===== src/hw/pulse_cfg.svh =====
`ifndef PULSE_CFG_SVH
`define PULSE_CFG_SVH

// power-up parameter set, loaded into the register file on reset
`define PULSE_DEF_PERIOD     1    // frame units
`define PULSE_DEF_P1WIDTH    30   // first pulse, clk cycles
`define PULSE_DEF_P2WIDTH    60   // refocusing pulse width
`define PULSE_DEF_DELAY      200  // tau between pulses
`define PULSE_DEF_PUMP       1    // pulse pin enabled
`define PULSE_DEF_CPMG       1    // one refocusing pulse, plain hahn echo
`define PULSE_DEF_BLOCK      1    // receiver inhibit enabled
`define PULSE_DEF_BLOCKLEAD  50   // train start after frame start
`define PULSE_DEF_BLOCKOFF   100  // inhibit hold after last pulse
`define PULSE_DEF_NUTDEL     300  // gap after nutation pulse
`define PULSE_DEF_NUTWID     300  // nutation pulse width
`define PULSE_DEF_NUT        0    // no nutation pulse

// serial bit time in clk cycles
`define PULSE_CLKS_PER_BIT   16

// clk cycles per step of the period register
`define PULSE_FRAME_UNIT     2048

// sync strobe high time, clk cycles
`define PULSE_SYNC_LEN       4

`endif


===== src/hw/pulse_pkg.sv =====
package pulse_pkg;

	// widths of the parameter fields
	localparam int PERIOD_W = 8;   // frame length in frame units
	localparam int TIME_W   = 16;  // p1 width, delay, p2 width, block-off
	localparam int NUT_W    = 32;  // nutation delay and width
	localparam int COUNT_W  = 8;   // cpmg count, block lead

	// address byte of a host write command
	// command = addr, then four data bytes msb first
	typedef enum logic [7:0] {
		PA_PERIOD    = 8'h00,
		PA_P1WIDTH   = 8'h01,
		PA_DELAY     = 8'h02,
		PA_P2WIDTH   = 8'h03,
		PA_NUTDEL    = 8'h04,
		PA_NUTWID    = 8'h05,
		PA_NUT       = 8'h06,  // nutation enable, bit 0
		PA_PUMP      = 8'h07,  // pulse pin enable, bit 0
		PA_BLOCK     = 8'h08,  // inhibit enable, bit 0
		PA_BLOCKLEAD = 8'h09,
		PA_BLOCKOFF  = 8'h0a,
		PA_CPMG      = 8'h0b   // refocusing pulse count
	} param_addr_e;

	// anything else in the address byte is swallowed without a write

endpackage


===== src/hw/uart_rx.sv =====
`timescale 1ns/1ns
`default_nettype none
`include "pulse_cfg.svh"

// 8n1 receiver, lsb first, sampled at bit centres
module uart_rx (
	input  logic       clk,
	input  logic       resetn,
	input  logic       rx,
	output logic [7:0] rx_byte,
	output logic       rx_strobe
);
	localparam int CPB   = `PULSE_CLKS_PER_BIT;
	localparam int CNT_W = $clog2(CPB);

	localparam logic [1:0] S_IDLE  = 2'd0;
	localparam logic [1:0] S_START = 2'd1;
	localparam logic [1:0] S_DATA  = 2'd2;
	localparam logic [1:0] S_STOP  = 2'd3;

	logic             rx_s1, rx_s2;  // synchronizer
	logic [1:0]       state;
	logic [CNT_W-1:0] tick;          // cycles to next sample point
	logic [2:0]       bit_idx;
	logic             take_bit;

	// line idles high
	always_ff @(posedge clk) begin
		if (resetn) begin
			rx_s1 <= 1'b1;
			rx_s2 <= 1'b1;
		end else begin
			rx_s1 <= rx;
			rx_s2 <= rx_s1;
		end
	end

	assign take_bit = (state == S_DATA) && (tick == '0);

	always_ff @(posedge clk) begin
		if (resetn) begin
			state     <= S_IDLE;
			tick      <= '0;
			bit_idx   <= '0;
			rx_strobe <= 1'b0;
		end else begin
			rx_strobe <= 1'b0;
			case (state)
				S_IDLE: if (!rx_s2) begin  // falling edge of start bit
					state <= S_START;
					tick  <= CNT_W'(CPB / 2 - 1);  // walk to mid start bit
				end
				S_START: begin
					if (tick != '0)
						tick <= tick - 1'b1;
					else if (rx_s2)
						state <= S_IDLE;  // glitch, not a start bit
					else begin
						state   <= S_DATA;
						tick    <= CNT_W'(CPB - 1);
						bit_idx <= '0;
					end
				end
				S_DATA: begin
					if (tick != '0)
						tick <= tick - 1'b1;
					else begin
						tick <= CNT_W'(CPB - 1);
						if (bit_idx == 3'd7)
							state <= S_STOP;
						bit_idx <= bit_idx + 1'b1;
					end
				end
				default: begin  // stop bit
					if (tick != '0)
						tick <= tick - 1'b1;
					else begin
						state     <= S_IDLE;
						rx_strobe <= rx_s2;  // low stop bit drops the byte
					end
				end
			endcase
		end
	end

	// shift in from the top, lsb arrives first
	always_ff @(posedge clk) begin
		if (take_bit)
			rx_byte <= {rx_s2, rx_byte[7:1]};
	end

	// byte strobe is a single cycle
	a_strobe_single: assert property (@(posedge clk) disable iff (resetn)
		rx_strobe |=> !rx_strobe);

endmodule

`default_nettype wire


===== src/hw/param_regs.sv =====
`timescale 1ns/1ns
`default_nettype none
`include "pulse_cfg.svh"

// command assembler and parameter register file
module param_regs (
	input  logic                          clk,
	input  logic                          resetn,
	input  logic [7:0]                    rx_byte,
	input  logic                          rx_strobe,
	output logic [pulse_pkg::PERIOD_W-1:0] period,
	output logic [pulse_pkg::TIME_W-1:0]   p1width,
	output logic [pulse_pkg::TIME_W-1:0]   delay,
	output logic [pulse_pkg::TIME_W-1:0]   p2width,
	output logic [pulse_pkg::NUT_W-1:0]    nut_del,
	output logic [pulse_pkg::NUT_W-1:0]    nut_wid,
	output logic                          nutation,
	output logic                          pump,
	output logic                          block,
	output logic [pulse_pkg::COUNT_W-1:0]  pulse_block,
	output logic [pulse_pkg::TIME_W-1:0]   pulse_block_off,
	output logic [pulse_pkg::COUNT_W-1:0]  cpmg,
	output logic                          rx_done
);
	logic [2:0]             byte_cnt;  // 0 = expecting address
	pulse_pkg::param_addr_e addr;
	logic [23:0]            acc;       // first three data bytes
	logic [31:0]            wdata;
	logic                   wr_en;

	assign wr_en = rx_strobe && (byte_cnt == 3'd4);
	assign wdata = {acc, rx_byte};  // last byte is the lsb

	always_ff @(posedge clk) begin
		if (resetn) begin
			byte_cnt <= '0;
			rx_done  <= 1'b0;
		end else begin
			rx_done <= wr_en;  // also for unknown addresses
			if (rx_strobe)
				byte_cnt <= (byte_cnt == 3'd4) ? 3'd0 : byte_cnt + 1'b1;
		end
	end

	always_ff @(posedge clk) begin
		if (rx_strobe) begin
			if (byte_cnt == 3'd0)
				addr <= pulse_pkg::param_addr_e'(rx_byte);
			else
				acc <= {acc[15:0], rx_byte};  // msb first
		end
	end

	// registers change on the edge that raises rx_done
	always_ff @(posedge clk) begin
		if (resetn) begin
			period          <= `PULSE_DEF_PERIOD;
			p1width         <= `PULSE_DEF_P1WIDTH;
			delay           <= `PULSE_DEF_DELAY;
			p2width         <= `PULSE_DEF_P2WIDTH;
			nut_del         <= `PULSE_DEF_NUTDEL;
			nut_wid         <= `PULSE_DEF_NUTWID;
			nutation        <= `PULSE_DEF_NUT;
			pump            <= `PULSE_DEF_PUMP;
			block           <= `PULSE_DEF_BLOCK;
			pulse_block     <= `PULSE_DEF_BLOCKLEAD;
			pulse_block_off <= `PULSE_DEF_BLOCKOFF;
			cpmg            <= `PULSE_DEF_CPMG;
		end else if (wr_en) begin
			case (addr)
				pulse_pkg::PA_PERIOD:    period          <= wdata[pulse_pkg::PERIOD_W-1:0];
				pulse_pkg::PA_P1WIDTH:   p1width         <= wdata[pulse_pkg::TIME_W-1:0];
				pulse_pkg::PA_DELAY:     delay           <= wdata[pulse_pkg::TIME_W-1:0];
				pulse_pkg::PA_P2WIDTH:   p2width         <= wdata[pulse_pkg::TIME_W-1:0];
				pulse_pkg::PA_NUTDEL:    nut_del         <= wdata[pulse_pkg::NUT_W-1:0];
				pulse_pkg::PA_NUTWID:    nut_wid         <= wdata[pulse_pkg::NUT_W-1:0];
				pulse_pkg::PA_NUT:       nutation        <= wdata[0];
				pulse_pkg::PA_PUMP:      pump            <= wdata[0];
				pulse_pkg::PA_BLOCK:     block           <= wdata[0];
				pulse_pkg::PA_BLOCKLEAD: pulse_block     <= wdata[pulse_pkg::COUNT_W-1:0];
				pulse_pkg::PA_BLOCKOFF:  pulse_block_off <= wdata[pulse_pkg::TIME_W-1:0];
				pulse_pkg::PA_CPMG:      cpmg            <= wdata[pulse_pkg::COUNT_W-1:0];
				default: ;  // unknown address, nothing written
			endcase
		end
	end

	// every write pulse closes a five byte command
	a_done_after_fifth: assert property (@(posedge clk) disable iff (resetn)
		rx_done |-> $past(rx_strobe) && ($past(byte_cnt) == 3'd4));

endmodule

`default_nettype wire


===== src/hw/pulses.sv =====
`timescale 1ns/1ns
`default_nettype none
`include "pulse_cfg.svh"

// frame timer and pulse train sequencer
module pulses (
	input  logic                          clk,
	input  logic                          resetn,
	input  logic [pulse_pkg::PERIOD_W-1:0] period,
	input  logic [pulse_pkg::TIME_W-1:0]   p1width,
	input  logic [pulse_pkg::TIME_W-1:0]   delay,
	input  logic [pulse_pkg::TIME_W-1:0]   p2width,
	input  logic [pulse_pkg::NUT_W-1:0]    nut_del,
	input  logic [pulse_pkg::NUT_W-1:0]    nut_wid,
	input  logic                          nutation,
	input  logic                          pump,
	input  logic                          block,
	input  logic [pulse_pkg::COUNT_W-1:0]  pulse_block,
	input  logic [pulse_pkg::TIME_W-1:0]   pulse_block_off,
	input  logic [pulse_pkg::COUNT_W-1:0]  cpmg,
	input  logic                          rxd,
	output logic                          sync_on,
	output logic                          pulse_on,
	output logic                          inhib
);
	localparam int PW   = pulse_pkg::PERIOD_W;
	localparam int CW   = pulse_pkg::NUT_W;  // phase counter, widest field
	localparam int FC_W = PW + $clog2(`PULSE_FRAME_UNIT);

	localparam logic [2:0] PH_LEAD   = 3'd0;
	localparam logic [2:0] PH_NUT    = 3'd1;
	localparam logic [2:0] PH_NUTGAP = 3'd2;
	localparam logic [2:0] PH_P1     = 3'd3;
	localparam logic [2:0] PH_GAP    = 3'd4;
	localparam logic [2:0] PH_REF    = 3'd5;
	localparam logic [2:0] PH_TAIL   = 3'd6;
	localparam logic [2:0] PH_DONE   = 3'd7;  // rest of the frame

	// working set, only touched at a frame start
	logic [PW-1:0]                   w_period;
	logic [pulse_pkg::TIME_W-1:0]    w_p1width, w_delay, w_p2width, w_block_off;
	logic [pulse_pkg::NUT_W-1:0]     w_nut_del, w_nut_wid;
	logic                            w_nutation, w_pump, w_block;
	logic [pulse_pkg::COUNT_W-1:0]   w_lead, w_cpmg;

	logic                            pending;  // write seen since last copy
	logic                            take_new;
	logic [pulse_pkg::COUNT_W-1:0]   ld_lead;
	logic [PW-1:0]                   per_eff;
	logic [FC_W-1:0]                 fc, frame_last;
	logic                            wrap;
	logic [2:0]                      phase;
	logic [CW-1:0]                   cnt;      // cycles left in phase after this one
	logic [pulse_pkg::COUNT_W-1:0]   refs;     // refocus pulses left, current included

	// a zero length still takes one cycle
	function automatic logic [CW-1:0] len_m1(input logic [CW-1:0] n);
		len_m1 = (n == '0) ? '0 : n - 1'b1;
	endfunction

	assign per_eff    = (w_period == '0) ? PW'(1) : w_period;
	assign frame_last = FC_W'(per_eff * `PULSE_FRAME_UNIT - 1);
	assign wrap       = (fc == frame_last);
	assign take_new   = resetn || pending || rxd;
	assign ld_lead    = take_new ? pulse_block : w_lead;

	always_ff @(posedge clk) begin
		if (resetn)
			pending <= 1'b0;
		else if (wrap)
			pending <= 1'b0;  // copied now, or nothing to copy
		else if (rxd)
			pending <= 1'b1;
	end

	// copy on the edge into cycle 0, so the new frame sees it whole
	always_ff @(posedge clk) begin
		if (resetn || (wrap && take_new)) begin
			w_period    <= period;
			w_p1width   <= p1width;
			w_delay     <= delay;
			w_p2width   <= p2width;
			w_nut_del   <= nut_del;
			w_nut_wid   <= nut_wid;
			w_nutation  <= nutation;
			w_pump      <= pump;
			w_block     <= block;
			w_lead      <= pulse_block;
			w_block_off <= pulse_block_off;
			w_cpmg      <= cpmg;
		end
	end

	always_ff @(posedge clk) begin
		if (resetn || wrap) begin  // frame start, cuts any running train
			fc    <= '0;
			phase <= PH_LEAD;
			cnt   <= len_m1(CW'(ld_lead));
			refs  <= '0;
		end else begin
			fc <= fc + 1'b1;
			if (cnt != '0)
				cnt <= cnt - 1'b1;
			else begin
				case (phase)
					PH_LEAD: if (w_nutation) begin
						phase <= PH_NUT;
						cnt   <= len_m1(w_nut_wid);
					end else begin
						phase <= PH_P1;
						cnt   <= len_m1(CW'(w_p1width));
					end
					PH_NUT: begin
						phase <= PH_NUTGAP;
						cnt   <= len_m1(w_nut_del);
					end
					PH_NUTGAP: begin
						phase <= PH_P1;
						cnt   <= len_m1(CW'(w_p1width));
					end
					PH_P1: if (w_cpmg != '0) begin
						phase <= PH_GAP;
						cnt   <= len_m1(CW'(w_delay));  // tau before first echo pulse
						refs  <= w_cpmg;
					end else begin
						phase <= PH_TAIL;
						cnt   <= len_m1(CW'(w_block_off));
					end
					PH_GAP: begin
						phase <= PH_REF;
						cnt   <= len_m1(CW'(w_p2width));
					end
					PH_REF: if (refs > 1) begin
						phase <= PH_GAP;
						cnt   <= len_m1(CW'({w_delay, 1'b0}));  // 2 tau between refocus
						refs  <= refs - 1'b1;
					end else begin
						phase <= PH_TAIL;
						cnt   <= len_m1(CW'(w_block_off));
					end
					PH_TAIL: phase <= PH_DONE;
					default: ;  // idle until next frame
				endcase
			end
		end
	end

	// registered outputs, one cycle behind fc and phase
	always_ff @(posedge clk) begin
		if (resetn) begin
			sync_on  <= 1'b0;
			pulse_on <= 1'b0;
			inhib    <= 1'b0;
		end else begin
			sync_on  <= (fc < FC_W'(`PULSE_SYNC_LEN));
			pulse_on <= w_pump && (phase == PH_NUT || phase == PH_P1 || phase == PH_REF);
			inhib    <= w_block && (phase != PH_DONE);  // covers tail as well
		end
	end

	// pump off keeps the pulse pin quiet
	a_pump_off: assert property (@(posedge clk) disable iff (resetn)
		pulse_on |-> $past(w_pump));

	// sync only rises out of frame cycle 0
	a_sync_start: assert property (@(posedge clk) disable iff (resetn)
		$rose(sync_on) |-> ($past(fc) == '0));

endmodule

`default_nettype wire


===== src/hw/pulse_gen.sv =====
`timescale 1ns/1ns
`default_nettype none

// board top: serial in, pulse train out
module pulse_gen (
	input  logic clk,
	input  logic resetn,
	input  logic RS232_Rx,  // from the ftdi bridge
	output logic RS232_Tx,
	output logic Pulse,     // switch drive
	output logic Sync,      // frame strobe
	output logic P2         // receiver inhibit
);
	logic [7:0]                      rx_byte;
	logic                            rx_strobe;
	logic                            rx_done;
	logic [pulse_pkg::PERIOD_W-1:0]  period;
	logic [pulse_pkg::TIME_W-1:0]    p1width, delay, p2width, pulse_block_off;
	logic [pulse_pkg::NUT_W-1:0]     nut_del, nut_wid;
	logic                            nutation, pump, block;
	logic [pulse_pkg::COUNT_W-1:0]   pulse_block, cpmg;

	assign RS232_Tx = 1'b1;  // no transmit path, line idle

	uart_rx i_uart_rx (
		.clk       (clk),
		.resetn    (resetn),
		.rx        (RS232_Rx),
		.rx_byte   (rx_byte),
		.rx_strobe (rx_strobe)
	);

	param_regs i_param_regs (
		.clk             (clk),
		.resetn          (resetn),
		.rx_byte         (rx_byte),
		.rx_strobe       (rx_strobe),
		.period          (period),
		.p1width         (p1width),
		.delay           (delay),
		.p2width         (p2width),
		.nut_del         (nut_del),
		.nut_wid         (nut_wid),
		.nutation        (nutation),
		.pump            (pump),
		.block           (block),
		.pulse_block     (pulse_block),
		.pulse_block_off (pulse_block_off),
		.cpmg            (cpmg),
		.rx_done         (rx_done)
	);

	pulses i_pulses (
		.clk             (clk),
		.resetn          (resetn),
		.period          (period),
		.p1width         (p1width),
		.delay           (delay),
		.p2width         (p2width),
		.nut_del         (nut_del),
		.nut_wid         (nut_wid),
		.nutation        (nutation),
		.pump            (pump),
		.block           (block),
		.pulse_block     (pulse_block),
		.pulse_block_off (pulse_block_off),
		.cpmg            (cpmg),
		.rxd             (rx_done),
		.sync_on         (Sync),
		.pulse_on        (Pulse),
		.inhib           (P2)
	);

endmodule

`default_nettype wire


===== config.mk =====
export PLATFORM = sky130hd
export DESIGN_NAME = pulse_gen
export DESIGN_NICKNAME = d
export VERILOG_FILES = /design/src/hw/pulse_pkg.sv /design/src/hw/uart_rx.sv /design/src/hw/param_regs.sv /design/src/hw/pulses.sv /design/src/hw/pulse_gen.sv
export VERILOG_INCLUDE_DIRS = /design/src /design/src/hw
export SDC_FILE = /design/constraint.sdc
export NUM_CORES = 1
export LEC_CHECK = 0
export BUFFER_PORTS_ARGS = -buffer_cell sky130_fd_sc_hd__buf_2
export CORE_ASPECT_RATIO = 1.75
export CORE_MARGIN = 2
export CORE_UTILIZATION = 30
export CTS_CLUSTER_DIAMETER = 150
export DETAILED_ROUTE_END_ITERATION = 10
export GPL_TIMING_DRIVEN = 1
export PLACE_DENSITY_LB_ADDON = 0.25
export REMOVE_ABC_BUFFERS = 1
export SETUP_SLACK_MARGIN = 0.5
export SKIP_CTS_REPAIR_TIMING = 1
export SYNTH_ARGS = -nofsm -noshare
export SYNTH_HDL_FRONTEND = slang
export SYNTH_HIERARCHICAL = 1
export SYNTH_SLANG_ARGS = --single-unit

===== constraint.sdc =====
create_clock -name clk -period 14 [get_ports clk]
set_input_delay 0 -clock clk [delete_from_list [all_inputs] [get_ports clk]]
set_output_delay 0 -clock clk [all_outputs]
set_load 0.05 [all_outputs]

==> reports/qor.yml <==
grt_antenna_before_repair: 0
leakagePower_nw: 8.523
worstHoldPathCells: 3
fin_worst_skew_ns: 0.03338
die_area_mm2: 0.07078
via_count: 14290
syn_to_final_growth_pct: 11.29
final_cell_mix: "227 x edfxtp_1, 205 x dfxtp_1, 171 x nor2_1, 169 x mux2i_1, 169 x nand2b_1"
ios: 7
core_mm2: 0.06817
numPortBuffers: 5
clock_latency_ns: 0.57
cp_slowest_cell: "nor2_4"
initial_core_util: 0.3018
max_freq_mhz: 181.7
grt_pass1_wl_um: 91260
synth_cells: 1867
cts.reportedPaths.clkPinSlew_ns: 0.07
multi_input_area_mm2: 0.009128
powerDensity_mw_per_mm2: 118.2
setup_violations: 0
cts_buffers: 41
h-tree-depth: 2
postRouteAntennaNets: 0
ys_types: 85
cp.required_ns: 14.17
max-vdd-ir-drop_mv: 0.07542
slew-limit-headroom: 0.2468
fin_crit_ns: 5.503
fin_tns_setup_ns: 0
critical-path-top-delay-family: "simple AND/OR/NAND/NOR gates"
cpMostUsedCell: "buf_4"
firstDrtPassIters: 6
yosysSeqAreaShare: 0.5307
worstSetupEndpointType: "register"
hpwl_um: 45210
violations: "negative hold slack"
synth_seq_cells: 432
grt_usage: 0.1712
dp.cells: 2717
via_per_inst: 5.113
gp_congestion: 0.9300
cp.depth: 11
worst-path-buf-inv: 2
drtIter0Drc: 796
cap_violations: 0
grt_pass1_vias: 14570
synth_edf_count: 227
num-fill-cells: 6778
rr_worst_depth: 11
cts_sinks: 432
crit_path_cell_trace: "or4_1 -> nor3_1 -> nor2_1 -> ha_1 -> xor2_1 -> o2111ai_1 -> a2111oi_0 -> a31oi_1 -> buf_4 -> nor2_4 -> buf_4"
n_antenna_cell: 0
path_max_fanout: 72
overflow: 0
drt-total-wl_um: 60870
cts_tree: "yes"
crit_type: "reg -> reg"
period_share: 0.3931
drive_above_1_share: 0.06928
nNetsFinal: 1885
grt_max_degree: 79
final_max_slew_viol_count: 0
fp.dieH_um: 350.5
p_total_mw: 2.706
hold_path_class: "in -> reg"
hold_viol_final: 2
worstPathArrival_ns: 5.67
synthFlopType: "edfxtp_1"
wire_per_inst_um: 21.78
layout_commonest_cell: "edfxtp_1"
async_flop_share: 0
root_buffer: "clkbuf_16"
worstMarginPinSlew_ns: 1.127
whs_ns: -0.02397
layout.cells.non_filler: 2794
synth.avg_cell_area_um2: 11.02
core.rowCount: 127
max_stage_delay_ns: 0.87
cp-start-kind: "register"
yosys_warnings: 6
register_area_mm2: 0.01092
status: "finished, violations left"
die_w_um: 202.0
clock_path_buffers: 3
rsz0062_at_grt: "false"
syn_area_mm2: 0.02058
drc_errors: 0
## stage by stage
| step | hold slack (ns) | utilization | setup slack (ns) | area (µm²) |
|---|---|---|---|---|
| 2_1_floorplan | 0.06907 | - | 4.157 | 20150 |
| 3_3_place_gp | 0.2157 | 0.3155 | 8.313 | 21510 |
| 3_5_place_dp | 0.2128 | 0.3155 | 8.520 | 21510 |
| 4_1_cts | -0.3900 | 0.3358 | 8.467 | 22890 |
| 5_1_grt | 0.02964 | 0.3359 | 8.129 | 22900 |
| 6_report | -0.02397 | 0.3359 | 8.497 | 22900 |
## worst paths after layout
path / startpoint / endpoint / slack [ns]
min reg2reg: i_param_regs/nut_wid[11]$_SDFFE_PP0P_ / i_pulses/w_nut_wid[11]$_DFFE_PP_ / 0.41
max reg2reg: i_pulses/w_period[3]$_DFFE_PP_ / i_pulses/w_nut_wid[13]$_DFFE_PP_ / 8.50
max: i_pulses/w_period[3]$_DFFE_PP_ / i_pulses/w_nut_wid[13]$_DFFE_PP_ / 8.50
min: resetn / i_param_regs/nut_wid[8]$_SDFFE_PP1P_ / -0.02
## flip-flops by register name (all words and copies together) (netlist names), 16 cells and up
register / cells
i_param_regs/p1width: 16
i_pulses/w_p1width: 16
i_param_regs/pulse_block_off: 16
i_param_regs/delay: 16
i_pulses/w_delay: 16
i_pulses/cnt: 32
i_pulses/w_block_off: 16
i_pulses/w_p2width: 16
i_pulses/w_nut_wid: 32
i_param_regs/nut_wid: 32
i_pulses/w_nut_del: 32
i_param_regs/acc: 24
i_pulses/fc: 19
i_param_regs/p2width: 16
i_param_regs/nut_del: 32
## power by group
part	leakage, nW	internal [mW]	switching (mW)
clock network	0.657	0.654	0.493
logic	4.07	0.0645	0.110
registers	3.80	1.35	0.0302
## cells in the mapped netlist (11+ instances only)
cell | instances | area [µm²]
xnor2_1 | 80 | 700.7
a21oi_1 | 48 | 240.2
edfxtp_1 | 227 | 6817
clkbuf_1 | 49 | 183.9
nor2b_1 | 14 | 87.58
nor4_1 | 40 | 250.2
buf_2 | 13 | 65.06
nand4_1 | 23 | 143.9
buf_6 | 11 | 123.9
o22ai_1 | 20 | 125.1
ha_1 | 24 | 300.3
nor2_1 | 172 | 645.6
dfxtp_1 | 205 | 4104
nand3_1 | 30 | 150.1
o31ai_1 | 13 | 97.59
xor2_1 | 71 | 621.9
o21ai_0 | 38 | 190.2
inv_1 | 34 | 127.6
nand3b_1 | 11 | 82.58
mux2i_1 | 169 | 1692
nand2_1 | 85 | 319.1
a211oi_1 | 26 | 195.2
or4_1 | 19 | 142.6
nor3_1 | 82 | 410.4
or3_1 | 11 | 68.82
a221oi_1 | 16 | 140.1
nand2b_1 | 169 | 1057
## tightest hold or removal path: cells and delay by family
kind / cells / cell delay [ns]
buffers and inverters: 1 / 0.22
muxes: 1 / 0.07
and+or+nand+nor: 1 / 0.15
## per-layer routing
metal,vias to the layer above,track usage,share of wire
li1,6812,-,-
met1,7005,0.1703,0.36
met2,304,0.3345,0.55
met3,165,0.01579,0.027
met4,0,0.1125,0.070
met5,-,0,0
## cells by family after synthesis
group	after synthesis	synth area share
other cells	1	0.0001823
xor+xnor	151	0.06427
fa+ha+maj	24	0.01459
flops	432	0.5307
simple gates	732	0.1978
compound gates	241	0.08179
mux	171	0.08386
buf+inv	115	0.02676
## area by class of cell
type | instances | share of cell area
well taps | 903 | 0.04934
repair buffers | 29 | 0.009344
clock buffers | 61 | 0.05404
flip-flops and latches | 432 | 0.4769
multi-input cells | 1320 | 0.3986
clock inverters | 15 | 0.006175
inverters | 34 | 0.005573
Power figures use the tool's default switching activity.
